File: src/hdl/i2c_pkg.sv
package i2c_pkg;

    // data byte on the bus, also used by the shift registers
    typedef logic [7:0] byte_t;

    // 7-bit device address
    typedef logic [6:0] dev_addr_t;

    // register address inside the slave
    typedef logic [7:0] mem_addr_t;

    // address the memory slave answers to
    localparam dev_addr_t SLAVE_ADDR = 7'h48;

    // number of slave registers, addresses at or above are nacked
    localparam int MEM_DEPTH = 16;
    localparam int MEM_AW    = $clog2(MEM_DEPTH);  // register index width

    // clk cycles per quarter of an scl period, so one bit is 4 * SCL_DIV
    localparam int SCL_DIV = 8;
    localparam int DIV_W   = $clog2(SCL_DIV);     // quarter counter width

endpackage
File: src/hdl/i2c_mem_top.sv
`timescale 1ns/10ps

module i2c_mem_top (
    input  logic               clk,
    input  logic               rst_n,
    input  logic               start,
    input  logic               read,
    input  i2c_pkg::dev_addr_t dev_addr,
    input  i2c_pkg::mem_addr_t mem_addr,
    input  i2c_pkg::byte_t     wr_data,
    output i2c_pkg::byte_t     rd_data,
    output logic               busy,
    output logic               done,
    output logic               ack_err
);

    logic scl;          // wired-and serial clock
    logic sda;          // wired-and serial data
    logic m_scl_oe;
    logic m_sda_oe;
    logic s_sda_oe;

    // pull-up wins unless some device pulls low
    assign scl = ~m_scl_oe;
    assign sda = ~(m_sda_oe | s_sda_oe);

    i2c_master master (
        .clk      (clk),
        .rst_n    (rst_n),
        .start    (start),
        .read     (read),
        .dev_addr (dev_addr),
        .mem_addr (mem_addr),
        .wr_data  (wr_data),
        .sda_in   (sda),
        .scl_oe   (m_scl_oe),
        .sda_oe   (m_sda_oe),
        .busy     (busy),
        .done     (done),
        .ack_err  (ack_err),
        .rd_data  (rd_data)
    );

    i2c_mem_slave slave (
        .clk    (clk),
        .rst_n  (rst_n),
        .scl_in (scl),
        .sda_in (sda),
        .sda_oe (s_sda_oe)
    );

endmodule

File: src/hdl/i2c_mem_slave.sv
`timescale 1ns/10ps

module i2c_mem_slave (
    input  logic clk,
    input  logic rst_n,
    input  logic scl_in,
    input  logic sda_in,
    output logic sda_oe
);
    import i2c_pkg::*;

    typedef enum logic [3:0] {
        S_IDLE,
        S_DEV,
        S_ACK_DEV,
        S_MEM,
        S_ACK_MEM,
        S_WDATA,
        S_ACK_WDATA,
        S_RDATA,
        S_ACK_RDATA
    } state_t;

    state_t            state;
    logic [2:0]        scl_sync;   // two sync stages plus one of history
    logic [2:0]        sda_sync;
    logic              scl_rise;
    logic              scl_fall;
    logic              scl_hi;
    logic              start_det;
    logic              stop_det;
    logic [2:0]        bit_cnt;
    logic              last_bit;
    logic              rw_r;
    logic              drive_nxt;  // applied on the next scl fall
    byte_t             rx;
    byte_t             rx_byte;
    byte_t             tx;
    logic [MEM_AW-1:0] addr_r;
    byte_t             mem [MEM_DEPTH];

    assign scl_rise  = scl_sync[1] & ~scl_sync[2];
    assign scl_fall  = ~scl_sync[1] & scl_sync[2];
    assign scl_hi    = scl_sync[1] & scl_sync[2];
    assign start_det = scl_hi & sda_sync[2] & ~sda_sync[1];
    assign stop_det  = scl_hi & ~sda_sync[2] & sda_sync[1];
    assign rx_byte   = {rx[6:0], sda_sync[1]};  // byte including this bit
    assign last_bit  = (bit_cnt == 3'd7);

    always_ff @(posedge clk or negedge rst_n)
    begin
        if (!rst_n)
        begin
            scl_sync  <= 3'b111;    // idle bus is high
            sda_sync  <= 3'b111;
            state     <= S_IDLE;
            bit_cnt   <= 3'd0;
            rw_r      <= 1'b0;
            drive_nxt <= 1'b0;
            sda_oe    <= 1'b0;
        end
        else
        begin
            scl_sync <= {scl_sync[1:0], scl_in};
            sda_sync <= {sda_sync[1:0], sda_in};
            if (stop_det)
            begin
                state     <= S_IDLE;
                drive_nxt <= 1'b0;
                sda_oe    <= 1'b0;
            end
            else if (start_det)
            begin
                state     <= S_DEV;
                bit_cnt   <= 3'd0;
                drive_nxt <= 1'b0;
            end
            else
            begin
                if (scl_fall)
                    sda_oe <= drive_nxt;
                if (scl_rise)
                begin
                    case (state)
                        S_DEV:
                        begin
                            bit_cnt <= bit_cnt + 3'd1;
                            if (last_bit)
                            begin
                                if (rx_byte[7:1] == SLAVE_ADDR)
                                begin
                                    state     <= S_ACK_DEV;
                                    drive_nxt <= 1'b1;
                                    rw_r      <= rx_byte[0];
                                end
                                else
                                    state <= S_IDLE;   // not ours, stay off the bus
                            end
                        end
                        S_ACK_DEV:
                        begin
                            state     <= S_MEM;
                            drive_nxt <= 1'b0;
                        end
                        S_MEM:
                        begin
                            bit_cnt <= bit_cnt + 3'd1;
                            if (last_bit)
                            begin
                                if (rx_byte < mem_addr_t'(MEM_DEPTH))
                                begin
                                    state     <= S_ACK_MEM;
                                    drive_nxt <= 1'b1;
                                end
                                else
                                    state <= S_IDLE;   // out of range, nack
                            end
                        end
                        S_ACK_MEM:
                            if (rw_r)
                            begin
                                state     <= S_RDATA;
                                drive_nxt <= ~mem[addr_r][7];  // first read bit
                            end
                            else
                            begin
                                state     <= S_WDATA;
                                drive_nxt <= 1'b0;
                            end
                        S_WDATA:
                        begin
                            bit_cnt <= bit_cnt + 3'd1;
                            if (last_bit)
                            begin
                                state     <= S_ACK_WDATA;
                                drive_nxt <= 1'b1;
                            end
                        end
                        S_RDATA:
                        begin
                            bit_cnt <= bit_cnt + 3'd1;
                            if (last_bit)
                            begin
                                state     <= S_ACK_RDATA;
                                drive_nxt <= 1'b0;     // master's ack slot
                            end
                            else
                                drive_nxt <= ~tx[7];
                        end
                        default:
                        begin
                            state     <= S_IDLE;       // single byte only
                            drive_nxt <= 1'b0;
                        end
                    endcase
                end
            end
        end
    end

    always_ff @(posedge clk)
    begin
        if (scl_rise)
        begin
            case (state)
                S_DEV, S_MEM, S_WDATA: rx <= rx_byte;
                S_ACK_MEM:             tx <= {mem[addr_r][6:0], 1'b0};
                S_RDATA:               tx <= {tx[6:0], 1'b0};
                default:               rx <= rx;
            endcase
            if (state == S_MEM && last_bit)
                addr_r <= rx_byte[MEM_AW-1:0];
            if (state == S_WDATA && last_bit)
                mem[addr_r] <= rx_byte;
        end
    end

endmodule

File: src/hdl/i2c_master.sv
`timescale 1ns/10ps

module i2c_master (
    input  logic               clk,
    input  logic               rst_n,
    input  logic               start,
    input  logic               read,
    input  i2c_pkg::dev_addr_t dev_addr,
    input  i2c_pkg::mem_addr_t mem_addr,
    input  i2c_pkg::byte_t     wr_data,
    input  logic               sda_in,
    output logic               scl_oe,
    output logic               sda_oe,
    output logic               busy,
    output logic               done,
    output logic               ack_err,
    output i2c_pkg::byte_t     rd_data
);
    import i2c_pkg::*;

    typedef enum logic [3:0] {
        ST_IDLE,
        ST_START,
        ST_DEV,
        ST_RW,
        ST_ACK_DEV,
        ST_MEM,
        ST_ACK_MEM,
        ST_DATA,
        ST_ACK_DATA,
        ST_STOP,
        ST_FINISH
    } state_t;

    state_t           state;
    logic [DIV_W-1:0] q_cnt;     // clk cycles within a quarter
    logic [1:0]       phase;     // quarter within a bit period
    logic [2:0]       bit_cnt;
    byte_t            shift;
    mem_addr_t        mem_r;
    byte_t            wr_r;
    logic             rd_r;
    logic             sda_smp;   // bus level seen in the third quarter
    logic             drive_low;
    logic             tick;
    logic             bit_end;

    assign tick    = (q_cnt == DIV_W'(SCL_DIV - 1));
    assign bit_end = tick && (phase == 2'd3);

    // level the master puts on sda for the current bit
    always_comb
    begin
        case (state)
            ST_DEV, ST_MEM: drive_low = ~shift[7];
            ST_RW:          drive_low = ~rd_r;              // 1 = read, released
            ST_DATA:        drive_low = ~rd_r & ~shift[7];  // slave drives on read
            ST_STOP:        drive_low = 1'b1;
            default:        drive_low = 1'b0;               // ack slots released
        endcase
    end

    always_ff @(posedge clk or negedge rst_n)
    begin
        if (!rst_n)
        begin
            state   <= ST_IDLE;
            q_cnt   <= '0;
            phase   <= 2'd0;
            bit_cnt <= 3'd0;
            rd_r    <= 1'b0;
            sda_smp <= 1'b1;
            scl_oe  <= 1'b0;
            sda_oe  <= 1'b0;
            busy    <= 1'b0;
            done    <= 1'b0;
            ack_err <= 1'b0;
            rd_data <= '0;
        end
        else
        begin
            done <= 1'b0;
            if (state == ST_IDLE)
            begin
                if (start)
                begin
                    state   <= ST_START;
                    busy    <= 1'b1;
                    rd_r    <= read;
                    ack_err <= 1'b0;
                    rd_data <= '0;
                    q_cnt   <= '0;
                    phase   <= 2'd0;
                end
            end
            else if (state == ST_FINISH)
            begin
                state <= ST_IDLE;
                busy  <= 1'b0;
                done  <= 1'b1;
            end
            else
            begin
                q_cnt <= tick ? '0 : q_cnt + 1'b1;
                if (tick)
                begin
                    phase <= phase + 2'd1;
                    case (phase)
                        2'd0: sda_oe <= drive_low;  // data changes while scl low
                        2'd1:
                        begin
                            scl_oe <= 1'b0;         // scl rises
                            if (state == ST_START)
                                sda_oe <= 1'b1;     // start: sda falls, scl high
                        end
                        2'd2:
                        begin
                            sda_smp <= sda_in;
                            if (state == ST_STOP)
                                sda_oe <= 1'b0;     // stop: sda rises, scl high
                        end
                        default:
                        begin
                            scl_oe <= 1'b1;         // scl falls into next bit
                            case (state)
                                ST_START:
                                begin
                                    state   <= ST_DEV;
                                    bit_cnt <= 3'd6;
                                end
                                ST_DEV:
                                    if (bit_cnt == 3'd0)
                                        state <= ST_RW;
                                    else
                                        bit_cnt <= bit_cnt - 3'd1;
                                ST_RW:
                                    state <= ST_ACK_DEV;
                                ST_ACK_DEV:
                                    if (sda_smp)
                                    begin
                                        ack_err <= 1'b1;
                                        state   <= ST_STOP;
                                    end
                                    else
                                    begin
                                        state   <= ST_MEM;
                                        bit_cnt <= 3'd7;
                                    end
                                ST_MEM:
                                    if (bit_cnt == 3'd0)
                                        state <= ST_ACK_MEM;
                                    else
                                        bit_cnt <= bit_cnt - 3'd1;
                                ST_ACK_MEM:
                                    if (sda_smp)
                                    begin
                                        ack_err <= 1'b1;
                                        state   <= ST_STOP;
                                    end
                                    else
                                    begin
                                        state   <= ST_DATA;
                                        bit_cnt <= 3'd7;
                                    end
                                ST_DATA:
                                    if (bit_cnt == 3'd0)
                                    begin
                                        state <= ST_ACK_DATA;
                                        if (rd_r)
                                            rd_data <= shift;
                                    end
                                    else
                                        bit_cnt <= bit_cnt - 3'd1;
                                ST_ACK_DATA:
                                begin
                                    if (!rd_r && sda_smp)
                                        ack_err <= 1'b1;    // write data nacked
                                    state <= ST_STOP;
                                end
                                default:
                                begin
                                    scl_oe <= 1'b0;         // bus left idle after stop
                                    state  <= ST_FINISH;
                                end
                            endcase
                        end
                    endcase
                end
            end
        end
    end

    always_ff @(posedge clk)
    begin
        if (state == ST_IDLE && start)
        begin
            shift <= {dev_addr, 1'b0};
            mem_r <= mem_addr;
            wr_r  <= wr_data;
        end
        else if (tick && phase == 2'd2 && state == ST_DATA && rd_r)
            shift <= {shift[6:0], sda_in};      // read data, msb first
        else if (bit_end)
        begin
            case (state)
                ST_DEV, ST_MEM: shift <= {shift[6:0], 1'b0};
                ST_DATA:
                    if (!rd_r)
                        shift <= {shift[6:0], 1'b0};
                ST_ACK_DEV:     shift <= mem_r;
                ST_ACK_MEM:     shift <= wr_r;
                default:        shift <= shift;
            endcase
        end
    end

endmodule

File: config.mk
export PLATFORM = sky130hd
export DESIGN_NAME = i2c_mem_top
export DESIGN_NICKNAME = d
export VERILOG_FILES = /design/src/hdl/i2c_pkg.sv /design/src/hdl/i2c_mem_top.sv /design/src/hdl/i2c_mem_slave.sv /design/src/hdl/i2c_master.sv
export SDC_FILE = /design/constraint.sdc
export NUM_CORES = 1
export LEC_CHECK = 0
export BUFFER_PORTS_ARGS = -buffer_cell sky130_fd_sc_hd__buf_4
export CAP_MARGIN = 20
export CORE_AREA = 3 3 150 123
export CTS_CLUSTER_SIZE = 10
export DETAILED_ROUTE_END_ITERATION = 10
export DIE_AREA = 0 0 153 126
export PLACE_DENSITY = 0.68
export SYNTH_ARGS = -nofsm -noshare
export SYNTH_HDL_FRONTEND = slang
export SYNTH_SLANG_ARGS = --single-unit
File: constraint.sdc
create_clock -name clk -period 6.3 [get_ports clk]
set_input_delay 1.89 -clock clk [delete_from_list [all_inputs] [get_ports clk]]
set_output_delay 1.89 -clock clk [all_outputs]
set_load 0.01 [all_outputs]
==> results.toml <==
[outcome]
outcome = "finished clean"

[route]
first_iter_violations = 511
num_vias = 5528
wl_microns = 19000
detail_route.wl_per_cell_microns = 20.7
first_pass_iters = 5
drtAntennaViolNets = 0
drt-vias-per-instance = 6.03
drc_errors = 0

[sta]
max_slew_margin_pct = 29.3
worstMarginPinSlew_ns = 1.06
setup_violations = 0
setup_tns_ns = 0
rsz0062_at_grt = "false"
period_share_pct = 46.8
finalMaxSlewViolations = 0
fin_worst_skew_ns = 0.00924
max_freq_mhz = 339
post-route-min-period_ns = 2.95
timing.final.hold_violations = 0

[final_layout]
n_fill_cell = 1312
drive_gt1_share_pct = 18.4
nNetsFinal = 710
final_util_pct = 61.0
syn_to_final_growth_pct = 12.7
n_antenna_cell = 0
final_area_sq_mm = 0.0105

[global_routing]
grt_start_max_net_pins = 44
use_met1_pct = 30.3
track_usage_pct = 19.8
grt_overflow = 0
grt_pass1_vias = 5510
grt_antenna_before_repair = 0
use_met3_pct = 4.23
grt_busiest_layer = "met1"
grtUsageMet2_pct = 30.0
grt_pass1_wl_microns = 30300

[logic_synthesis]
avgSynthCellArea_sq_um = 14.7
synth_nets = 670
synth_flop_cell = "edfxtp_1"
synth_seq_cells = 217
synth_edf_count = 169
yosysSeqAreaShare_pct = 67.3
synthCells = 633
async_flop_share_pct = 19.8
synth_cell_type_count = 69
syn_area_sq_mm = 0.00930
yosysWarnings = 0

[floorplan]
die-height_microns = 126
initial_core_util_pct = 54.2
die-area_sq_mm = 0.0193
num_rows = 43
core_area_sq_mm = 0.0172
num_io_pins = 38
chipWidth_microns = 153

[setup_path]
setup.worst_path.end_class = "output port"
r2r_start = "slave.state[0]$_DFFE_PN0P_"
start_kind = "register"
crit_chain = "buf_4"
cp-startpoint = "master.rd_data[3]$_DFFE_PN0P_"
reg2reg_to = "slave.mem[3][4]$_DFFE_PP_"
crit_path_end = "rd_data[3]"
arrival_ns = 1.06
cp_slowest_cell = "dfrtp_1"
slowest_delay_ns = 0.40
cp.depth = 1
crit_type = "reg -> out"
r2r_cells = 6
cp.required_ns = 4.41
cp_top_family = "flip-flops"
reg2reg_slack_ns = 3.63
timing.critical_path.buf_inv = 1
path_max_fanout = 2

[hold_path]
hold_depth = 0
hp-class = "reg -> reg"

[clocking]
cts_buffers = 25
hold_buffers = 0
clkSlewWorstSetupHoldPaths_ns = 0.05
cts_sinks = 217
clock_path_buffers = 3
htreeDepth = 1
post_cts_buffers = 0
cts_resized = 0
cts_tree = "built"
cts-root-buf = "clkbuf_16"
clk_latency_ns = 0.51

[job]
cap_violations = 0

[place]
placed_area_sq_mm = 0.00975
place_congestion = 0.871
port_buffers = 37
dp_hpwl_microns = 12100

[power_and_ir_drop]
power.density_mw_per_mm2 = 396
vdd.ir_drop.worst_uv = 266
power.leakage_nw = 3.71
-- layout make-up --
cell class,count,area [sq um],area share [%]
clock buffer,45,711,6.79
clock inverter,1,8.76,0.0836
inverter,25,93.8,0.896
multi-input combinational,360,2790,26.6
sequential,217,6260,59.8
tap,225,282,2.69
timing repair buffer,44,330,3.15
-- synthesized netlist by cell type, types with 3 or more instances --
| cell type | count | area share [%] |
|---|---|---|
| edfxtp_1 | 169 | 55 |
| nand2_1 | 60 | 2.4 |
| dfrtp_1 | 36 | 9.7 |
| nor2_1 | 33 | 1.3 |
| mux2i_1 | 29 | 3.1 |
| mux4_2 | 29 | 7.0 |
| o21ai_0 | 25 | 1.3 |
| a21oi_1 | 23 | 1.2 |
| inv_1 | 22 | 0.89 |
| o21ai_1 | 15 | 0.81 |
| buf_2 | 14 | 0.75 |
| ha_1 | 10 | 1.3 |
| nor3_1 | 10 | 0.54 |
| clkbuf_1 | 9 | 0.36 |
| mux2_2 | 9 | 1.1 |
| nand2b_1 | 9 | 0.61 |
| nand3_1 | 9 | 0.48 |
| dfstp_2 | 7 | 2.0 |
| nor2b_1 | 7 | 0.47 |
| o22ai_1 | 7 | 0.47 |
| a32oi_1 | 6 | 0.57 |
| nand4_1 | 6 | 0.40 |
| dfxtp_1 | 5 | 1.1 |
| a22o_1 | 4 | 0.38 |
| a31oi_1 | 4 | 0.27 |
| buf_4 | 4 | 0.32 |
| nor4b_1 | 4 | 0.38 |
| and2_1 | 3 | 0.20 |
| buf_1 | 3 | 0.12 |
| inv_2 | 3 | 0.12 |
| mux2_1 | 3 | 0.36 |
| nand3b_1 | 3 | 0.24 |
| o211ai_1 | 3 | 0.24 |
| o31ai_1 | 3 | 0.24 |
| xor2_1 | 3 | 0.28 |
-- through the flow --
stage	instances	hold WS (ns)	setup slack (ns)	total power, W
after floorplan	633	0.345	3.07	0.00260
after global placement	871	0.348	3.10	0.00284
after detailed placement	871	0.348	3.05	0.00289
after CTS	917	0.356	3.32	0.00417
after global routing	917	0.366	3.31	0.00437
final	917	0.355	3.35	0.00415
-- cells by family (layout without fill, tap and decap cells) --
logic type | Yosys count | count (layout) | synth area share (%)
flip-flops | 217 | 217 | 67.3
AO/OA/AOI/OAI | 115 | 115 | 8.14
multiplexers | 70 | 70 | 11.6
AND/OR/NAND/NOR | 161 | 161 | 8.51
XOR/XNOR | 4 | 4 | 0.377
buffers and inverters | 56 | 115 | 2.69
adder cells (fa/ha/maj) | 10 | 10 | 1.35
-- worst min path at each step --
| stage | from | slack, ns | end |
|---|---|---|---|
| 5_1_grt | slave.scl_sync[0]$_DFF_PN1_ | 0.37 | slave.scl_sync[1]$_DFF_PN1_ |
| 2_1_floorplan | slave.scl_sync[0]$_DFF_PN1_ | 0.35 | slave.scl_sync[1]$_DFF_PN1_ |
| 6_report | slave.sda_sync[0]$_DFF_PN1_ | 0.36 | slave.sda_sync[1]$_DFF_PN1_ |
| 3_3_place_gp | slave.sda_sync[0]$_DFF_PN1_ | 0.35 | slave.sda_sync[1]$_DFF_PN1_ |
| 4_1_cts | slave.sda_sync[0]$_DFF_PN1_ | 0.36 | slave.sda_sync[1]$_DFF_PN1_ |
| 3_5_place_dp | slave.sda_sync[0]$_DFF_PN1_ | 0.35 | slave.sda_sync[1]$_DFF_PN1_ |
-- layout by cell type (no fill, tap or decap), types with 9 or more instances in the layout --
| cell type | instances |
|---|---|
| a21oi_1 | 23 |
| mux4_2 | 29 |
| inv_1 | 22 |
| nand2b_1 | 9 |
| mux2i_1 | 29 |
| nand2_1 | 60 |
| dfrtp_1 | 36 |
| o21ai_0 | 25 |
| ha_1 | 10 |
| nor3_1 | 10 |
| nand3_1 | 9 |
| clkbuf_1 | 19 |
| buf_4 | 44 |
| edfxtp_1 | 169 |
| clkbuf_16 | 25 |
| o21ai_1 | 15 |
| mux2_2 | 9 |
| nor2_1 | 33 |
-- layer usage --
metal  vias to the layer above  routed length (microns)
met5                         -                        0
met4                         0                      269
met3                        20                     1410
met2                       211                     8600
met1                      2785                     8720
li1                       2512                        -
-- sequential cells by signal, indices dropped and copies added (netlist names), 2 cells and up, named ones only --
| register | flops |
|---|---|
| master.q_cnt | 3 |
| master.shift | 8 |
| slave.bit_cnt | 3 |
| slave.rx | 7 |
| slave.tx | 7 |
| master.phase | 2 |
| master.state | 4 |
| master.mem_r | 8 |
| slave.mem | 128 |
| slave.addr_r | 4 |
| slave.scl_sync | 3 |
| slave.state | 4 |
| master.wr_r | 8 |
| slave.sda_sync | 3 |
| master.bit_cnt | 3 |
| master.rd_data | 8 |
-- power breakdown --
group	internal (W)	switching, W	total (W)	leakage (nW)
Clock	0.000755	0.000521	0.00128	0.342
Combinational	0.000311	0.000407	0.000718	1.31
Sequential	0.00183	0.000322	0.00216	2.05
Power figures use the tool's default switching activity.
